`config.mk`:
```
export PLATFORM = sky130hd
export DESIGN_NAME = rst_ctrl_top
export DESIGN_NICKNAME = d
export VERILOG_FILES = /design/src/common/rst_ctrl_pkg.sv /design/src/verilog/rst_ctrl_top.sv /design/src/verilog/grst_seq.sv /design/src/verilog/rst_req_collect.sv /design/src/regs/rst_ctrl_regs.sv
export SDC_FILE = /design/constraint.sdc
export NUM_CORES = 1
export LEC_CHECK = 0
export BUFFER_PORTS_ARGS = -buffer_cell sky130_fd_sc_hd__buf_2
export CORE_MARGIN = 8
export CORE_UTILIZATION = 46
export DETAILED_ROUTE_END_ITERATION = 12
export PLACE_DENSITY_LB_ADDON = 0.25
export SYNTH_ARGS = -nofsm -noshare
export SYNTH_HDL_FRONTEND = slang
export SYNTH_SLANG_ARGS = --single-unit
```
`constraint.sdc`:
```
create_clock -name clk_in_ref -period 1.9 [get_ports clk_in_ref]
set_input_delay 0.285 -clock clk_in_ref [delete_from_list [all_inputs] [get_ports clk_in_ref]]
set_output_delay 0.285 -clock clk_in_ref [all_outputs]
set_load 0.02 [all_outputs]
```
`src/common/rst_ctrl_pkg.sv`:
```
// ==============================
// Reset controller package
// Register map, unlock words, reset duration and cause bit layout
// ==============================

package rst_ctrl_pkg;

   // Register port widths
   localparam int ADDR_W = 8;
   localparam int DATA_W = 32;

   // ==============================
   // Register map, one word apart
   // ==============================
   localparam logic [ADDR_W-1:0] ADDR_SOFT_RESET = 8'h00;
   localparam logic [ADDR_W-1:0] ADDR_CAUSE      = 8'h04;
   localparam logic [ADDR_W-1:0] ADDR_UNLOCK0    = 8'h08;
   localparam logic [ADDR_W-1:0] ADDR_UNLOCK1    = 8'h0C;
   localparam logic [ADDR_W-1:0] ADDR_BAD_RD     = 8'h10;
   localparam logic [ADDR_W-1:0] ADDR_BAD_WR     = 8'h14;
   localparam logic [ADDR_W-1:0] ADDR_MAX_VALID  = ADDR_BAD_WR; // Writes above are bad

   // Unlock kick words, written in this order
   localparam logic [DATA_W-1:0] KICK_DATA0  = 32'h20406080;
   localparam logic [DATA_W-1:0] KICK_DATA1  = 32'h10305070;
   localparam logic [DATA_W-1:0] BAD_RD_DATA = 32'hBABADBAD; // Marker for unmapped reads

   // Global reset timing
   localparam int                CNT_W        = 16;
   localparam logic [CNT_W-1:0]  RST_DURATION = 16'd40; // Cycles held low
   localparam logic [CNT_W-1:0]  PRE_IND_LEAD = 16'd5;  // Warning lead

   // ==============================
   // Cause register layout
   // ==============================
   localparam int CAUSE_W        = 7;
   localparam int CAUSE_SOFT     = 0;
   localparam int CAUSE_MIPS_PER = 1;
   localparam int CAUSE_MIPS_CPU = 2;
   localparam int CAUSE_WD       = 3;
   localparam int CAUSE_GPIO     = 4;
   localparam int CAUSE_MIPS_WD  = 5;
   localparam int CAUSE_POR      = 6;

   localparam logic [CAUSE_W-1:0] CAUSE_RESET_VAL = CAUSE_W'(1 << CAUSE_POR); // Reads 0x40

   localparam int N_SRC_W = 6; // Cause bits 0 to 5 come from sources
   localparam int N_SYNC  = 7; // Inputs through the 2-flop synchronizer

endpackage
```
`src/verilog/rst_ctrl_top.sv`:
```
// ==============================
// Reset controller top level
// Register block, request collector, global reset sequencer
// ==============================

module rst_ctrl_top
   import rst_ctrl_pkg::*;
(
   input  logic                clk_in_ref,
   input  logic                hgrst_n,
   input  logic                wd_rst_req_i,
   input  logic                mips_cpu_rst_req_i,
   input  logic                mips_per_rst_req_i,
   input  logic                mips_hw_rst_cause_gpio_i,
   input  logic                mips_hw_rst_cause_gpio_en_i,
   input  logic                mips_hw_rst_cause_mips_wd_i,
   input  logic                mips_jtag_swrst_en_i,
   input  logic                scfg_sw_rst_mask_i,
   input  logic                scfg_mips_rst_mask_i,
   input  logic                reg_req_i,
   input  logic                reg_wr_i,
   input  logic [ADDR_W-1:0]   reg_addr_i,
   input  logic [DATA_W-1:0]   reg_wdata_i,
   output logic [DATA_W-1:0]   reg_rdata_o,
   output logic                grst_n_o,
   output logic                pre_grst_n_ind_o
);

   logic                soft_rst;     // Soft reset level from registers
   logic [N_SRC_W-1:0]  cause_src;    // Source levels for the cause register
   logic                grst_req;     // Qualified trigger level

   rst_ctrl_regs i_rst_ctrl_regs (
      .clk_in_ref         (clk_in_ref),
      .hgrst_n            (hgrst_n),
      .reg_req_i          (reg_req_i),
      .reg_wr_i           (reg_wr_i),
      .reg_addr_i         (reg_addr_i),
      .reg_wdata_i        (reg_wdata_i),
      .scfg_sw_rst_mask_i (scfg_sw_rst_mask_i),
      .cause_src_i        (cause_src),
      .reg_rdata_o        (reg_rdata_o),
      .soft_rst_o         (soft_rst)
   );

   rst_req_collect i_rst_req_collect (
      .clk_in_ref                  (clk_in_ref),
      .hgrst_n                     (hgrst_n),
      .wd_rst_req_i                (wd_rst_req_i),
      .mips_cpu_rst_req_i          (mips_cpu_rst_req_i),
      .mips_per_rst_req_i          (mips_per_rst_req_i),
      .mips_hw_rst_cause_gpio_i    (mips_hw_rst_cause_gpio_i),
      .mips_hw_rst_cause_gpio_en_i (mips_hw_rst_cause_gpio_en_i),
      .mips_hw_rst_cause_mips_wd_i (mips_hw_rst_cause_mips_wd_i),
      .mips_jtag_swrst_en_i        (mips_jtag_swrst_en_i),
      .scfg_mips_rst_mask_i        (scfg_mips_rst_mask_i),
      .soft_rst_i                  (soft_rst),
      .cause_src_o                 (cause_src),
      .grst_req_o                  (grst_req)
   );

   grst_seq i_grst_seq (
      .clk_in_ref       (clk_in_ref),
      .hgrst_n          (hgrst_n),
      .grst_req_i       (grst_req),
      .grst_n_o         (grst_n_o),
      .pre_grst_n_ind_o (pre_grst_n_ind_o)
   );

endmodule

```
`src/verilog/grst_seq.sv`:
```
// ==============================
// Global reset sequencer
// Request edge detect and 3-cycle stretch
// Duration counter, grst_n and its early warning
// ==============================

module grst_seq
   import rst_ctrl_pkg::*;
(
   input  logic  clk_in_ref,
   input  logic  hgrst_n,
   input  logic  grst_req_i,
   output logic  grst_n_o,
   output logic  pre_grst_n_ind_o
);

   logic              req_q;
   logic              req_d1;
   logic              req_pls;        // One cycle on request rise
   logic              pls_d1;
   logic              pls_d2;
   logic              pls_d3;
   logic              strch_q;        // Stretched request level
   logic [CNT_W-1:0]  grst_cnt;
   logic              grst_n_q;
   logic              pre_ind_q;

   // ==============================
   // Edge detect and stretch
   // ==============================
   assign req_pls = req_q & ~req_d1;  // Held level fires once

   always_ff @(posedge clk_in_ref or negedge hgrst_n)
   begin
      if (!hgrst_n)
      begin
         req_q   <= 1'b0;
         req_d1  <= 1'b0;
         pls_d1  <= 1'b0;
         pls_d2  <= 1'b0;
         pls_d3  <= 1'b0;
         strch_q <= 1'b0;
      end
      else
      begin
         req_q   <= grst_req_i;
         req_d1  <= req_q;
         pls_d1  <= req_pls;
         pls_d2  <= pls_d1;
         pls_d3  <= pls_d2;
         strch_q <= pls_d1 | pls_d2 | pls_d3; // Three cycles wide
      end
   end

   // ==============================
   // Duration counter and outputs
   // ==============================
   always_ff @(posedge clk_in_ref or negedge hgrst_n)
   begin
      if (!hgrst_n)
      begin
         grst_cnt  <= '0;
         grst_n_q  <= 1'b0;   // In reset from power-up
         pre_ind_q <= 1'b0;
      end
      else
      begin
         if (strch_q)
            grst_cnt <= '0;   // Restart on every request
         else if (grst_cnt < RST_DURATION)
            grst_cnt <= grst_cnt + CNT_W'(1);

         if (grst_cnt == RST_DURATION)
            grst_n_q <= ~strch_q;  // Idle, drop on new request
         else if (grst_cnt < RST_DURATION)
            grst_n_q <= 1'b0;

         // Warning over the last cycles before release
         pre_ind_q <= (grst_cnt > (RST_DURATION - PRE_IND_LEAD)) & ~grst_n_q;
      end
   end

   assign grst_n_o         = grst_n_q;
   assign pre_grst_n_ind_o = pre_ind_q;

endmodule

```
`src/verilog/rst_req_collect.sv`:
```
// ==============================
// Reset request collector
// Synchronizes sources, applies masks and JTAG enable
// Builds the cause vector and the trigger level
// ==============================

module rst_req_collect
   import rst_ctrl_pkg::*;
(
   input  logic                clk_in_ref,
   input  logic                hgrst_n,
   input  logic                wd_rst_req_i,
   input  logic                mips_cpu_rst_req_i,
   input  logic                mips_per_rst_req_i,
   input  logic                mips_hw_rst_cause_gpio_i,
   input  logic                mips_hw_rst_cause_gpio_en_i,
   input  logic                mips_hw_rst_cause_mips_wd_i,
   input  logic                mips_jtag_swrst_en_i,
   input  logic                scfg_mips_rst_mask_i,
   input  logic                soft_rst_i,
   output logic [N_SRC_W-1:0]  cause_src_o,
   output logic                grst_req_o
);

   logic [N_SYNC-1:0]  sync_d;
   logic [N_SYNC-1:0]  sync_ff [0:1];   // Two-flop synchronizer stages
   logic               wd_s;
   logic               cpu_s;
   logic               per_s;
   logic               mask_s;
   logic               gpio_s;
   logic               gpio_en_s;
   logic               jtag_en_s;
   logic               wd_d;            // Trigger copies, one cycle late
   logic               cpu_d;
   logic               per_d;
   logic               soft_d;

   assign sync_d = {mips_jtag_swrst_en_i, mips_hw_rst_cause_gpio_en_i, mips_hw_rst_cause_gpio_i,
                    scfg_mips_rst_mask_i, mips_per_rst_req_i, mips_cpu_rst_req_i, wd_rst_req_i};

   always_ff @(posedge clk_in_ref or negedge hgrst_n)
   begin
      if (!hgrst_n)
      begin
         sync_ff[0] <= '0;
         sync_ff[1] <= '0;
      end
      else
      begin
         sync_ff[0] <= sync_d;
         sync_ff[1] <= sync_ff[0];
      end
   end

   assign {jtag_en_s, gpio_en_s, gpio_s, mask_s, per_s, cpu_s, wd_s} = sync_ff[1];

   // Cause vector, masked MIPS requests drop out here
   assign cause_src_o[CAUSE_SOFT]     = soft_rst_i;
   assign cause_src_o[CAUSE_MIPS_PER] = per_s & ~mask_s;
   assign cause_src_o[CAUSE_MIPS_CPU] = cpu_s & ~mask_s;
   assign cause_src_o[CAUSE_WD]       = wd_s;
   assign cause_src_o[CAUSE_GPIO]     = gpio_s & gpio_en_s;  // Cause only, no reset
   assign cause_src_o[CAUSE_MIPS_WD]  = mips_hw_rst_cause_mips_wd_i; // Already local

   // Delay so the cause register captures before sequencing starts
   always_ff @(posedge clk_in_ref or negedge hgrst_n)
   begin
      if (!hgrst_n)
      begin
         wd_d   <= 1'b0;
         cpu_d  <= 1'b0;
         per_d  <= 1'b0;
         soft_d <= 1'b0;
      end
      else
      begin
         wd_d   <= cause_src_o[CAUSE_WD];
         cpu_d  <= cause_src_o[CAUSE_MIPS_CPU];
         per_d  <= cause_src_o[CAUSE_MIPS_PER];
         soft_d <= cause_src_o[CAUSE_SOFT];
      end
   end

   assign grst_req_o = (wd_d | cpu_d | per_d | soft_d) & jtag_en_s; // JTAG low blocks all

endmodule

```
`src/regs/rst_ctrl_regs.sv`:
```
// ==============================
// Reset controller register block
// Unlock pair, soft reset, sticky cause register
// Bad read and bad write address capture, registered read data
// ==============================

module rst_ctrl_regs
   import rst_ctrl_pkg::*;
(
   input  logic                clk_in_ref,
   input  logic                hgrst_n,
   input  logic                reg_req_i,
   input  logic                reg_wr_i,
   input  logic [ADDR_W-1:0]   reg_addr_i,
   input  logic [DATA_W-1:0]   reg_wdata_i,
   input  logic                scfg_sw_rst_mask_i,
   input  logic [N_SRC_W-1:0]  cause_src_i,
   output logic [DATA_W-1:0]   reg_rdata_o,
   output logic                soft_rst_o
);

   logic                wr_acc;          // Write strobe this cycle
   logic                rd_acc;          // Read strobe this cycle
   logic                unlock0_q;
   logic                unlock1_q;
   logic                unlocked;
   logic                soft_rst_q;
   logic [CAUSE_W-1:0]  cause_q;
   logic                cause_any;
   logic                cause_any_q;     // Rise detect of cause OR
   logic [ADDR_W-1:0]   bad_rd_addr_q;
   logic [ADDR_W-1:0]   bad_wr_addr_q;
   logic [DATA_W-1:0]   rdata_q;
   logic [DATA_W-1:0]   rdata_t;         // Decoded read value
   logic                rd_bad;          // Read of unmapped address

   assign wr_acc   = reg_req_i & reg_wr_i;
   assign rd_acc   = reg_req_i & ~reg_wr_i;
   assign unlocked = unlock0_q & unlock1_q;

   // ==============================
   // Unlock pair and soft reset
   // ==============================
   always_ff @(posedge clk_in_ref or negedge hgrst_n)
   begin
      if (!hgrst_n)
      begin
         unlock0_q  <= 1'b0;
         unlock1_q  <= 1'b0;
         soft_rst_q <= 1'b0;
      end
      else
      begin
         // Sticky once the right word lands
         if (wr_acc && reg_addr_i == ADDR_UNLOCK0 && reg_wdata_i == KICK_DATA0)
            unlock0_q <= 1'b1;
         // Second word only counts after the first
         if (wr_acc && reg_addr_i == ADDR_UNLOCK1 && reg_wdata_i == KICK_DATA1 && unlock0_q)
            unlock1_q <= 1'b1;
         if (wr_acc && reg_addr_i == ADDR_SOFT_RESET && unlocked && !scfg_sw_rst_mask_i)
            soft_rst_q <= reg_wdata_i[0]; // Level, stays until rewritten
      end
   end

   assign soft_rst_o = soft_rst_q;

   // ==============================
   // Sticky cause register
   // ==============================
   assign cause_any = |cause_src_i;

   always_ff @(posedge clk_in_ref or negedge hgrst_n)
   begin
      if (!hgrst_n)
      begin
         cause_q     <= CAUSE_RESET_VAL; // Power-on cause shows first
         cause_any_q <= 1'b0;
      end
      else
      begin
         cause_any_q <= cause_any;
         if (cause_any && !cause_any_q)
            cause_q <= CAUSE_W'(cause_src_i); // First rise wins over clear
         else if (wr_acc && reg_addr_i == ADDR_CAUSE)
            cause_q <= '0;
      end
   end

   // ==============================
   // Read decode and address monitor
   // ==============================
   always_comb
   begin
      rd_bad  = 1'b0;
      rdata_t = '0;
      case (reg_addr_i)
         ADDR_SOFT_RESET : rdata_t = '0;              // Write-only in effect
         ADDR_CAUSE      : rdata_t = DATA_W'(cause_q);
         ADDR_UNLOCK0    : rdata_t = DATA_W'(unlock0_q);
         ADDR_UNLOCK1    : rdata_t = DATA_W'(unlock1_q);
         ADDR_BAD_RD     : rdata_t = DATA_W'(bad_rd_addr_q);
         ADDR_BAD_WR     : rdata_t = DATA_W'(bad_wr_addr_q);
         default :
         begin
            rdata_t = BAD_RD_DATA; // Unmapped, includes unaligned
            rd_bad  = 1'b1;
         end
      endcase
   end

   always_ff @(posedge clk_in_ref or negedge hgrst_n)
   begin
      if (!hgrst_n)
      begin
         rdata_q       <= '0;
         bad_rd_addr_q <= '0;
         bad_wr_addr_q <= '0;
      end
      else
      begin
         if (rd_acc)
            rdata_q <= rdata_t;          // Held until next read
         if (rd_acc && rd_bad)
            bad_rd_addr_q <= reg_addr_i;
         // Only writes past the map are flagged
         if (wr_acc && reg_addr_i > ADDR_MAX_VALID)
            bad_wr_addr_q <= reg_addr_i;
      end
   end

   assign reg_rdata_o = rdata_q;

endmodule

```
### Word-level counts from Yosys, hierarchy flattened

Index checks and enable logic that the tools add are counted.

| word-level totals | value |
|---|---|
| RAM bits | 0 |
| memories | 0 |
| latch bits | 0 |
| memory bits (read-only) | 0 |
| input port bits | 53 |
| output and inout port bits | 34 |
| flip-flop bits (word level) | 101 |

| operators by class | value |
|---|---|
| reductions and logical operators | 20 |
| muxes and demuxes | 8 |
| multipliers | 0 |
| $lt $le $gt $ge | 3 |
| shift-type cells | 0 |
| $add $sub $neg | 1 |
| equal/unequal tests | 8 |
| bitwise logic cells | 19 |
| div/mod/pow operators | 0 |

Operator list:

| cell | number |
|---|---|
| 32-bit one-hot mux with 6 select lines | 1 |
| 32-bit by 29-bit equality test with 1-bit output (second input constant) | 1 |
| 32-bit by 30-bit equality test with 1-bit output (second input constant) | 1 |
| 16-bit 2-to-1 mux | 2 |
| 16-bit by 1-bit adder with 16-bit output (second input constant) | 1 |
| 16-bit by 6-bit equality test with 1-bit output (second input constant) | 1 |
| 8-bit by 4-bit equality test with 1-bit output (second input constant) | 2 |
| 8-bit by 5-bit equality test with 1-bit output (second input constant) | 2 |
| 16-bit by 6-bit greater-than comparator with 1-bit output (second input constant) | 1 |
| 16-bit by 6-bit < comparator with 1-bit output (second input constant) | 1 |
| 7-bit 2-to-1 mux | 2 |
| 1-bit logical AND | 12 |
| 6-bit OR reduction | 2 |
| 1-bit AND | 9 |
| 8-bit by 3-bit equality test with 1-bit output (second input constant) | 1 |
| 8-bit by 5-bit greater-than comparator with 1-bit output (second input constant) | 1 |
| 8-bit logical NOT | 1 |
| 2-bit nonzero test | 3 |
| 1-bit inverter | 5 |
| 1-bit OR | 5 |
| 1-bit 2-to-1 mux | 3 |
| 1-bit logical NOT | 2 |

### Logic depth before layout (Yosys ltp)

Gate-level depths: netlist of the first run.

| depth | value |
|---|---|
| word-level depth | 5 |
| gate-level depth with buffers | 6 |
| gate-level depth less buffers | 6 |

### Hierarchy

A second synthesis of the first run with hierarchy kept.

| second synthesis, totals | value |
|---|---|
| cells, all modules | 268 |
| area, all modules | 3403.3 sq um |

Modules (own cells, without submodules):

| module | cells each | instances | sequential area each (sq um) | area each (sq um) |
|---|---|---|---|---|
| rst_ctrl_regs | 170 | 1 | 902.1 | 1956.9 |
| grst_seq | 73 | 1 | 600.6 | 943.4 |
| rst_req_collect | 25 | 1 | 450.4 | 503.0 |

### Least setup slack after synthesis of the first run

OpenSTA, ideal clock, no wires.

| timing | value |
|---|---|
| kind | input port to flip-flop |
| from | input port reg_addr_i[7] |
| to | register i_rst_ctrl_regs.soft_rst_q (netlist: i_rst_ctrl_regs.soft_rst_o) |
| stages on the path | 5 |
| arrival time | 1.680 ns |
| path slack | 0.093 ns |
| buffers on the path | 1 |
| setup time | 0.128 ns |
| data required time | 1.772 ns |
| cells stage by stage | or3_4 or3_1 buf_2 nor4_4 mux2_1 |

| on the way | value |
|---|---|
| longest elaborated chain between the ends | 4 |

Ends and longest elaborated chain:

| element | RTL line | RTL |
|---|---|---|
| from (decl) | rst_ctrl_top.sv:22 | `input logic [ADDR_W-1:0] reg_addr_i,` |
| 8-bit logical NOT | rst_ctrl_regs.sv:60 | `if (wr_acc && reg_addr_i == ADDR_SOFT_RESET && unlocked && !scfg_sw_rst_mask_i)` |
| 1-bit logical AND (3 in a row) | rst_ctrl_regs.sv:60 |  |
| to (signal assigned) | rst_ctrl_regs.sv:61 | `soft_rst_q <= reg_wdata_i[0];` |
| to (decl) | rst_ctrl_regs.sv:27 | `logic soft_rst_q;` |

Every way passes these cells.
A chain may end at the register's enable or synchronous reset.

### Worst setup path after layout of the first run

| timing | value |
|---|---|
| from | register i_grst_seq.grst_cnt[13] |
| to | register i_grst_seq.grst_cnt[2] |

| on the way | value |
|---|---|
| longest elaborated chain between the ends | 2 |

Ends and longest elaborated chain:

| element | RTL line | RTL |
|---|---|---|
| from (decl) | grst_seq.sv:24 | `logic [CNT_W-1:0] grst_cnt;` |
| from (signal assigned) | grst_seq.sv:71 | `grst_cnt <= grst_cnt + CNT_W'(1);` |
| 16-bit by 6-bit < comparator with 1-bit output | grst_seq.sv:70 | `else if (grst_cnt < RST_DURATION)` |
| 2-bit nonzero test (no line) | n/a |  |

Every way passes these cells.

==> results of run 1 <==
==> per-layer routing <==
metal  part of all wire [%]  vias to the layer above  routed length, µm  GRT usage, %
li1                       -                     1153                  -             -
met1                     48                     1156               3424         20.51
met2                     42                       90               3051         21.78
met3                    8.3                        9                598         4.467
met4                    1.8                        0                129         8.133
met5                      0                        -                  0             0
==> stage by stage <==
stage                     TNS [ps]  utilization (%)  hold WS [ps]
after floorplan                  0                -        -10.59
after global placement           0            53.53         239.4
after detailed placement    -32.14            53.53         246.5
after CTS                        0            56.55         16.62
after global routing             0            56.55         17.05
final                            0            56.55         34.83
==> flip-flops by register name, indices dropped and copies added (netlist names), 7 cells and up <==
| name | flops |
|---|---|
| i_rst_ctrl_regs.reg_rdata_o | 9 |
| i_rst_req_collect.sync_ff | 7 |
| i_rst_ctrl_regs.bad_wr_addr_q | 8 |
| i_grst_seq.grst_cnt | 16 |
| i_rst_ctrl_regs.bad_rd_addr_q | 8 |
| i_rst_ctrl_regs.cause_q | 7 |
==> worst max-delay path, delay by kind of cell (launching register included) <==
family | cells | cell delay, ps
DFF | 1 | 390
buffers and inverters | 1 | 210
and+or+nand+nor | 3 | 920
AOI/OAI and AO/OA | 1 | 140
==> synth_stat cells, types with 2 or more instances <==
cell / count
ha_1: 2
nor2_1: 17
a221oi_1: 2
a211o_1: 3
nor3_1: 5
buf_1: 3
a21o_1: 2
or3_1: 5
buf_4: 23
nor4_2: 2
dfrtp_1: 77
mux2_2: 16
a21oi_1: 5
nand4_1: 4
clkbuf_1: 3
nand2_1: 14
a31oi_1: 2
nand3_1: 2
inv_1: 8
and2_1: 2
nor4_1: 5
a22o_1: 9
and3b_1: 2
and3_1: 3
a2111oi_0: 2
a41o_1: 2
mux2i_1: 5
nor2b_1: 18
o21ai_0: 12
nor4b_1: 6
==> cells by family (layout without fill, tap and decap cells) <==
kind of cell / count (synthesis) / after routing / share of synthesized area (%)
simple gates: 93 / 93 / 16.73
flops: 78 / 78 / 58.03
compound gates: 47 / 47 / 10.11
buf+inv: 38 / 119 / 6.840
mux: 22 / 22 / 7.175
fa+ha+maj: 2 / 2 / 0.7434
other cells: 1 / 8 / 0.1114
xor+xnor: 1 / 1 / 0.2603
==> power by group <==
group | internal [mW] | leakage, nW | switching, mW
clock | 0.624 | 0.0980 | 0.648
combinational | 0.209 | 0.861 | 0.255
sequential | 1.78 | 0.968 | 0.0916
==> worst paths after layout <==
check	slack, ps	endpoint	depth (start not counted)	startpoint
worst max-delay path	160	i_grst_seq.grst_cnt[2]$_DFFE_PN0P_	5	i_grst_seq.grst_cnt[13]$_DFFE_PN0P_
worst min-delay path	30	i_rst_req_collect.sync_ff[12]$_DFF_PN0_	1	mips_hw_rst_cause_gpio_en_i
worst max register to register	160	i_grst_seq.grst_cnt[2]$_DFFE_PN0P_	5	i_grst_seq.grst_cnt[13]$_DFFE_PN0P_
worst min register to register	350	i_rst_req_collect.gpio_s$_DFF_PN0_	0	i_rst_req_collect.sync_ff[11]$_DFF_PN0_
max in group asynchronous	920	i_rst_ctrl_regs.cause_q[6]$_DFFE_PN1P_	3	hgrst_n
min in group asynchronous	400	i_grst_seq.grst_cnt[3]$_DFFE_PN0P_	2	hgrst_n
==> area by class of cell <==
cell class,count,area [µm²]
fill,614,3118
inverter,8,30.03
timing repair buffer,95,535.5
tap,99,123.9
sequential,78,1953
multi-input combinational,173,1209
clock buffer,9,123.9
clock inverter,7,82.58
==> repair_timing <==
| item | 4_1_cts | 5_1_grt |
|---|---|---|
| setup endpoints to repair | 0 | 0 |
| hold buffers | 1 | 0 |
| hold endpoints to repair | 27 | 0 |
==> impl_metrics.yaml, run 1 <==
route:
  dr.pass1.iters: 4
  drt_iter0_markers: 72
  drt_wl_total_um: 7204
  vias: 2408
  drc: 0
  antenna_left: 0
  avgViaCountPerCell: 5.134
  routedWlPerCell_um: 15.36
outcome:
  status: "finished, final reports clean"
sta:
  relSlewSlack_pct: 62.79
  fmax_ghz: 0.5756
  fin_skew_ps: 6.582
  hold_viol_final: 0
  setup_viol: 0
  setup_ws_ps: 162.7
  finalCritPeriodShare_pct: 91.43
  drv_slew: 0
  worst_pin_slew_ps: 558.1
  period_needed_ps: 1737
  rsz0062_at_grt: "false"
clock_network:
  root_buffer: "clkbuf_8"
  cts_max_level: 3
  clock-sinks: 78
  cts-resized-gates: 0
  clk_latency_ps: 350
  cts_buffers: 9
  cts_setup_buffers: 0
  clk_pin_slew_ps: 90
  cts_tree: "built"
  clockBufferDepth: 2
global_route:
  grtUsageTotal_pct: 15.30
  grt_pass1_vias: 2587
  grt.overflow.total: 0
  grt_max_degree: 31
  antenna_found_initial: 0
  grt_pass1_wl_um: 12300
layout:
  fin_area_um2: 4058
  final_cells: 469
  diodes: 0
  area_growth_pct: 20.56
  drive_above_1_share_pct: 35.95
  final_cell_mix: "dfrtp_1, buf_2, nor2b_1"
  finalNetCount: 420
worst_setup_path:
  worstPathMaxFanout: 6
  critPathSlowestCell: "nor4_2"
  setup.worst_path.end_class: "flip-flop"
  start_kind: "flip-flop"
  critPathRequiredTime_ps: 2180
  crit_arrival_ps: 2020
  path_cells: "nor4_2 > nand4_2 > buf_4 > or3_1 > a21oi_1"
  critPathKind: "flip-flop to flip-flop"
  critPathMaxStageDelay_ps: 420
power_and_ir_drop:
  power_per_cell_area_nw_per_um2: 888.4
  finalPower_mw: 3.605
  leakage_nw: 1.927
  ir_drop_mv: 0.3838
place:
  placed_area_um2: 3841
  placed_cells: 452
  io_buffers: 78
  hpwl_um: 5457
  place.gp.congestion: 0.8560
  post-place-ws_ps: -32.14
die:
  fp.dieH_um: 101.5
  placementRows: 31
  dieWidth_um: 101.5
  num_io_pins: 87
  core_um2: 7176
  initial_core_util_pct: 46.90
  die-area_um2: 10310
synth:
  yosysTopAreaCell: "dfrtp_1"
  netlist.area_leader.share_pct: 57.25
  synth_cells: 282
  synthTopCellsByArea: "dfrtp_1, mux2_2, buf_4"
  syn_area_per_cell_um2: 11.94
  syn_area_um2: 3366
  synth_ff_type: "dfrtp_1"
  yosysWarnings: 0
  async_flop_share_pct: 100.0
  ys_ff_latch: 78
  synth-seq-area-share_pct: 58.03
  synth_cell_types: 51
  synth_edf_count: 0
run:
  cap_violations: 0
hold_path:
  hold_class: "input pin to flip-flop"
Note: power is estimated with default switching activity, not from simulation.
==> inputs of run 2 (changes only) <==
--- a/config.mk
+++ b/config.mk
@@ -9,6 +9,7 @@
 export CORE_MARGIN = 8
 export CORE_UTILIZATION = 46
 export DETAILED_ROUTE_END_ITERATION = 12
+export MAX_ROUTING_LAYER = met4
 export PLACE_DENSITY_LB_ADDON = 0.25
 export SYNTH_ARGS = -nofsm -noshare
 export SYNTH_HDL_FRONTEND = slang
==> constraint.sdc (replaced) <==
create_clock -name clk_in_ref -period 1.5 [get_ports clk_in_ref]
set_input_delay 0.225 -clock clk_in_ref [delete_from_list [all_inputs] [get_ports clk_in_ref]]
set_output_delay 0.225 -clock clk_in_ref [all_outputs]
set_load 0.02 [all_outputs]
==> impl_metrics.yaml, run 2 (same netlist as run 1, synthesis figures left out) <==
outcome:
  status: "complete, but fails checks"
  failed_checks: "setup timing"
clock_network:
  clk_pin_slew_ps: 90
  cts_tree: "built"
  cts_buffers: 9
  clockBufferDepth: 2
  clock-sinks: 78
  root_buffer: "clkbuf_8"
  cts_max_level: 3
  clk_latency_ps: 350
place:
  place.gp.congestion: 0.8582
  hpwl_um: 5767
  io_buffers: 78
  placed_cells: 473
  post-place-ws_ps: -343.3
worst_setup_path:
  crit_arrival_ps: 1880
  r2r_slack_ps: -100
  r2r-start: "i_grst_seq.grst_cnt[13]$_DFFE_PN0P_"
  critPathKind: "flip-flop to flip-flop"
  start_kind: "flip-flop"
  critPathSlowestCell: "or4_4"
  worstPathMaxFanout: 6
  critPathMaxStageDelay_ps: 440
  r2r_cells: 4
  reg2reg_to: "i_grst_seq.grst_cnt[4]$_DFFE_PN0P_"
  critPathRequiredTime_ps: 1780
  path_cells: "nor4_4 > nand4_4 > or4_4 > a21oi_2"
  setup.worst_path.end_class: "flip-flop"
die:
  dieWidth_um: 101.5
  initial_core_util_pct: 46.90
  core_um2: 7176
  die-area_um2: 10310
  placementRows: 31
  fp.dieH_um: 101.5
  num_io_pins: 87
sta:
  rsz0062_at_grt: "true"
  setup_viol: 7
  relSlewSlack_pct: 61.20
  hold_viol_final: 0
  fmax_ghz: 0.6261
  period_needed_ps: 1597
  finalCritPeriodShare_pct: 106.5
  whs_ps: 98.21
  drv_slew: 0
  fin_skew_ps: 9.033
  worst_pin_slew_ps: 579.9
  tns_ps: -332.1
  setup_ws_ps: -97.27
power_and_ir_drop:
  p_sw_mw: 1.363
  power_per_cell_area_nw_per_um2: 1039
  finalPower_mw: 4.587
  power.internal_mw: 3.224
  pwr-share-comb_pct: 14.5
  p_clk_share_pct: 34.0
  power_frac_seq_pct: 51.5
  p_sw_share_pct: 29.71
  ir_drop_mv: 0.4961
  leakage_nw: 2.116
global_route:
  grt_max_degree: 29
  antenna_found_initial: 0
  grt.overflow.total: 0
  grt_pass1_wl_um: 12930
  grt_pass1_vias: 2793
  grtUsageTotal_pct: 16.45
route:
  drc: 0
  drt_iter0_markers: 111
  dr.pass1.iters: 4
  vias: 2548
  routedWlPerCell_um: 15.32
  drt_wl_total_um: 7661
  avgViaCountPerCell: 5.096
  antenna_left: 0
layout:
  fill_cells: 597
  drive_above_1_share_pct: 42.14
  regArea_um2: 1954
  diodes: 0
  finalNetCount: 451
  area_growth_pct: 31.23
  multi_input_area_um2: 1294
  largest_reg_flops: 16
  final_cell_mix: "buf_2, dfrtp_1, buf_4"
  largest-register: "i_grst_seq.grst_cnt"
  final_common_cell: "buf_2"
  final_cells: 500
hold_path:
  hold_depth: 2
  hold_class: "input pin to flip-flop"
  hold_start: "reg_wdata_i[0]"
  hold_end: "i_rst_ctrl_regs.soft_rst_o$_DFFE_PN0P_"
run:
  cap_violations: 0
run 2: cell types whose count changed in the layout (fill, tap and decap cells not counted), sizes merged:
cell	change
clkinvlp	-1
buf	+24
dlygate4sd3	+7
bufinv	-1
inv	+3
clkinv	-1
run 2: worst max-delay path by stage:
stage,to,start,slack (ps),depth (start not counted)
finish,i_grst_seq.grst_cnt[4]$_DFFE_PN0P_,i_grst_seq.grst_cnt[13]$_DFFE_PN0P_,-100,4
global route,i_grst_seq.grst_cnt[4]$_DFFE_PN0P_,i_grst_seq.grst_cnt[13]$_DFFE_PN0P_,-150,4
CTS,i_grst_seq.grst_cnt[4]$_DFFE_PN0P_,i_grst_seq.grst_cnt[11]$_DFFE_PN0P_,-110,4
detailed placement,i_rst_ctrl_regs.soft_rst_o$_DFFE_PN0P_,reg_addr_i[7],-340,5
global placement,i_rst_ctrl_regs.soft_rst_o$_DFFE_PN0P_,reg_addr_i[7],-320,5
floorplan,i_rst_ctrl_regs.soft_rst_o$_DFFE_PN0P_,reg_addr_i[7],-170,5
run 2: final cells by class:
type	count	area share (%)
Clock buffer	9	2.805
Clock inverter	7	1.643
Inverter	8	0.6799
Multi-Input combinational cell	173	29.29
Sequential cell	78	44.25
Tap cell	99	2.805
Timing Repair Buffer	126	18.53
run 2: per-stage QoR:
step	utilization [%]	cell area (µm²)
floorplan	-	3425
global placement	56.44	4050
detailed placement	56.44	4050
CTS	60.66	4353
global route	61.55	4417
finish	61.55	4417
run 2: metal layers:
layer / global-route usage [%] / part of all wire (%) / vias to the layer above
li1: - / - / 1210
met4: 4.582 / 1.1 / 0
met2: 24.85 / 47 / 96
met1: 21.31 / 46 / 1232
met5: - / 0 / -
met3: 4.330 / 6.1 / 10
run 2: what timing repair did:
item	4_1_cts	5_1_grt
hold endpoints to repair	32	0
endpoints found under the setup margin	5	40
pin swaps	3	4
setup buffers	2	1
hold buffers	8	0
resized for setup	2	15
gates cloned	0	0
run 2: worst max-delay path, delay by kind of cell (launching register included):
family	cells	cell delay (ps)
AND/OR/NAND/NOR	3	970
flip-flops	1	420
AO/OA/AOI/OAI	1	130
run 2: power by group through the flow:
| stage | Sequential (mW) | Clock, mW | Combinational [mW] |
|---|---|---|---|
| final | 2.36 | 1.56 | 0.664 |
| after global placement | 2.40 | 0 | 0.623 |
| after detailed placement | 2.41 | 0 | 0.640 |
| after global routing | 2.39 | 1.68 | 0.735 |
| after CTS | 2.36 | 1.60 | 0.662 |
| after floorplan | 2.38 | 0 | 0.412 |
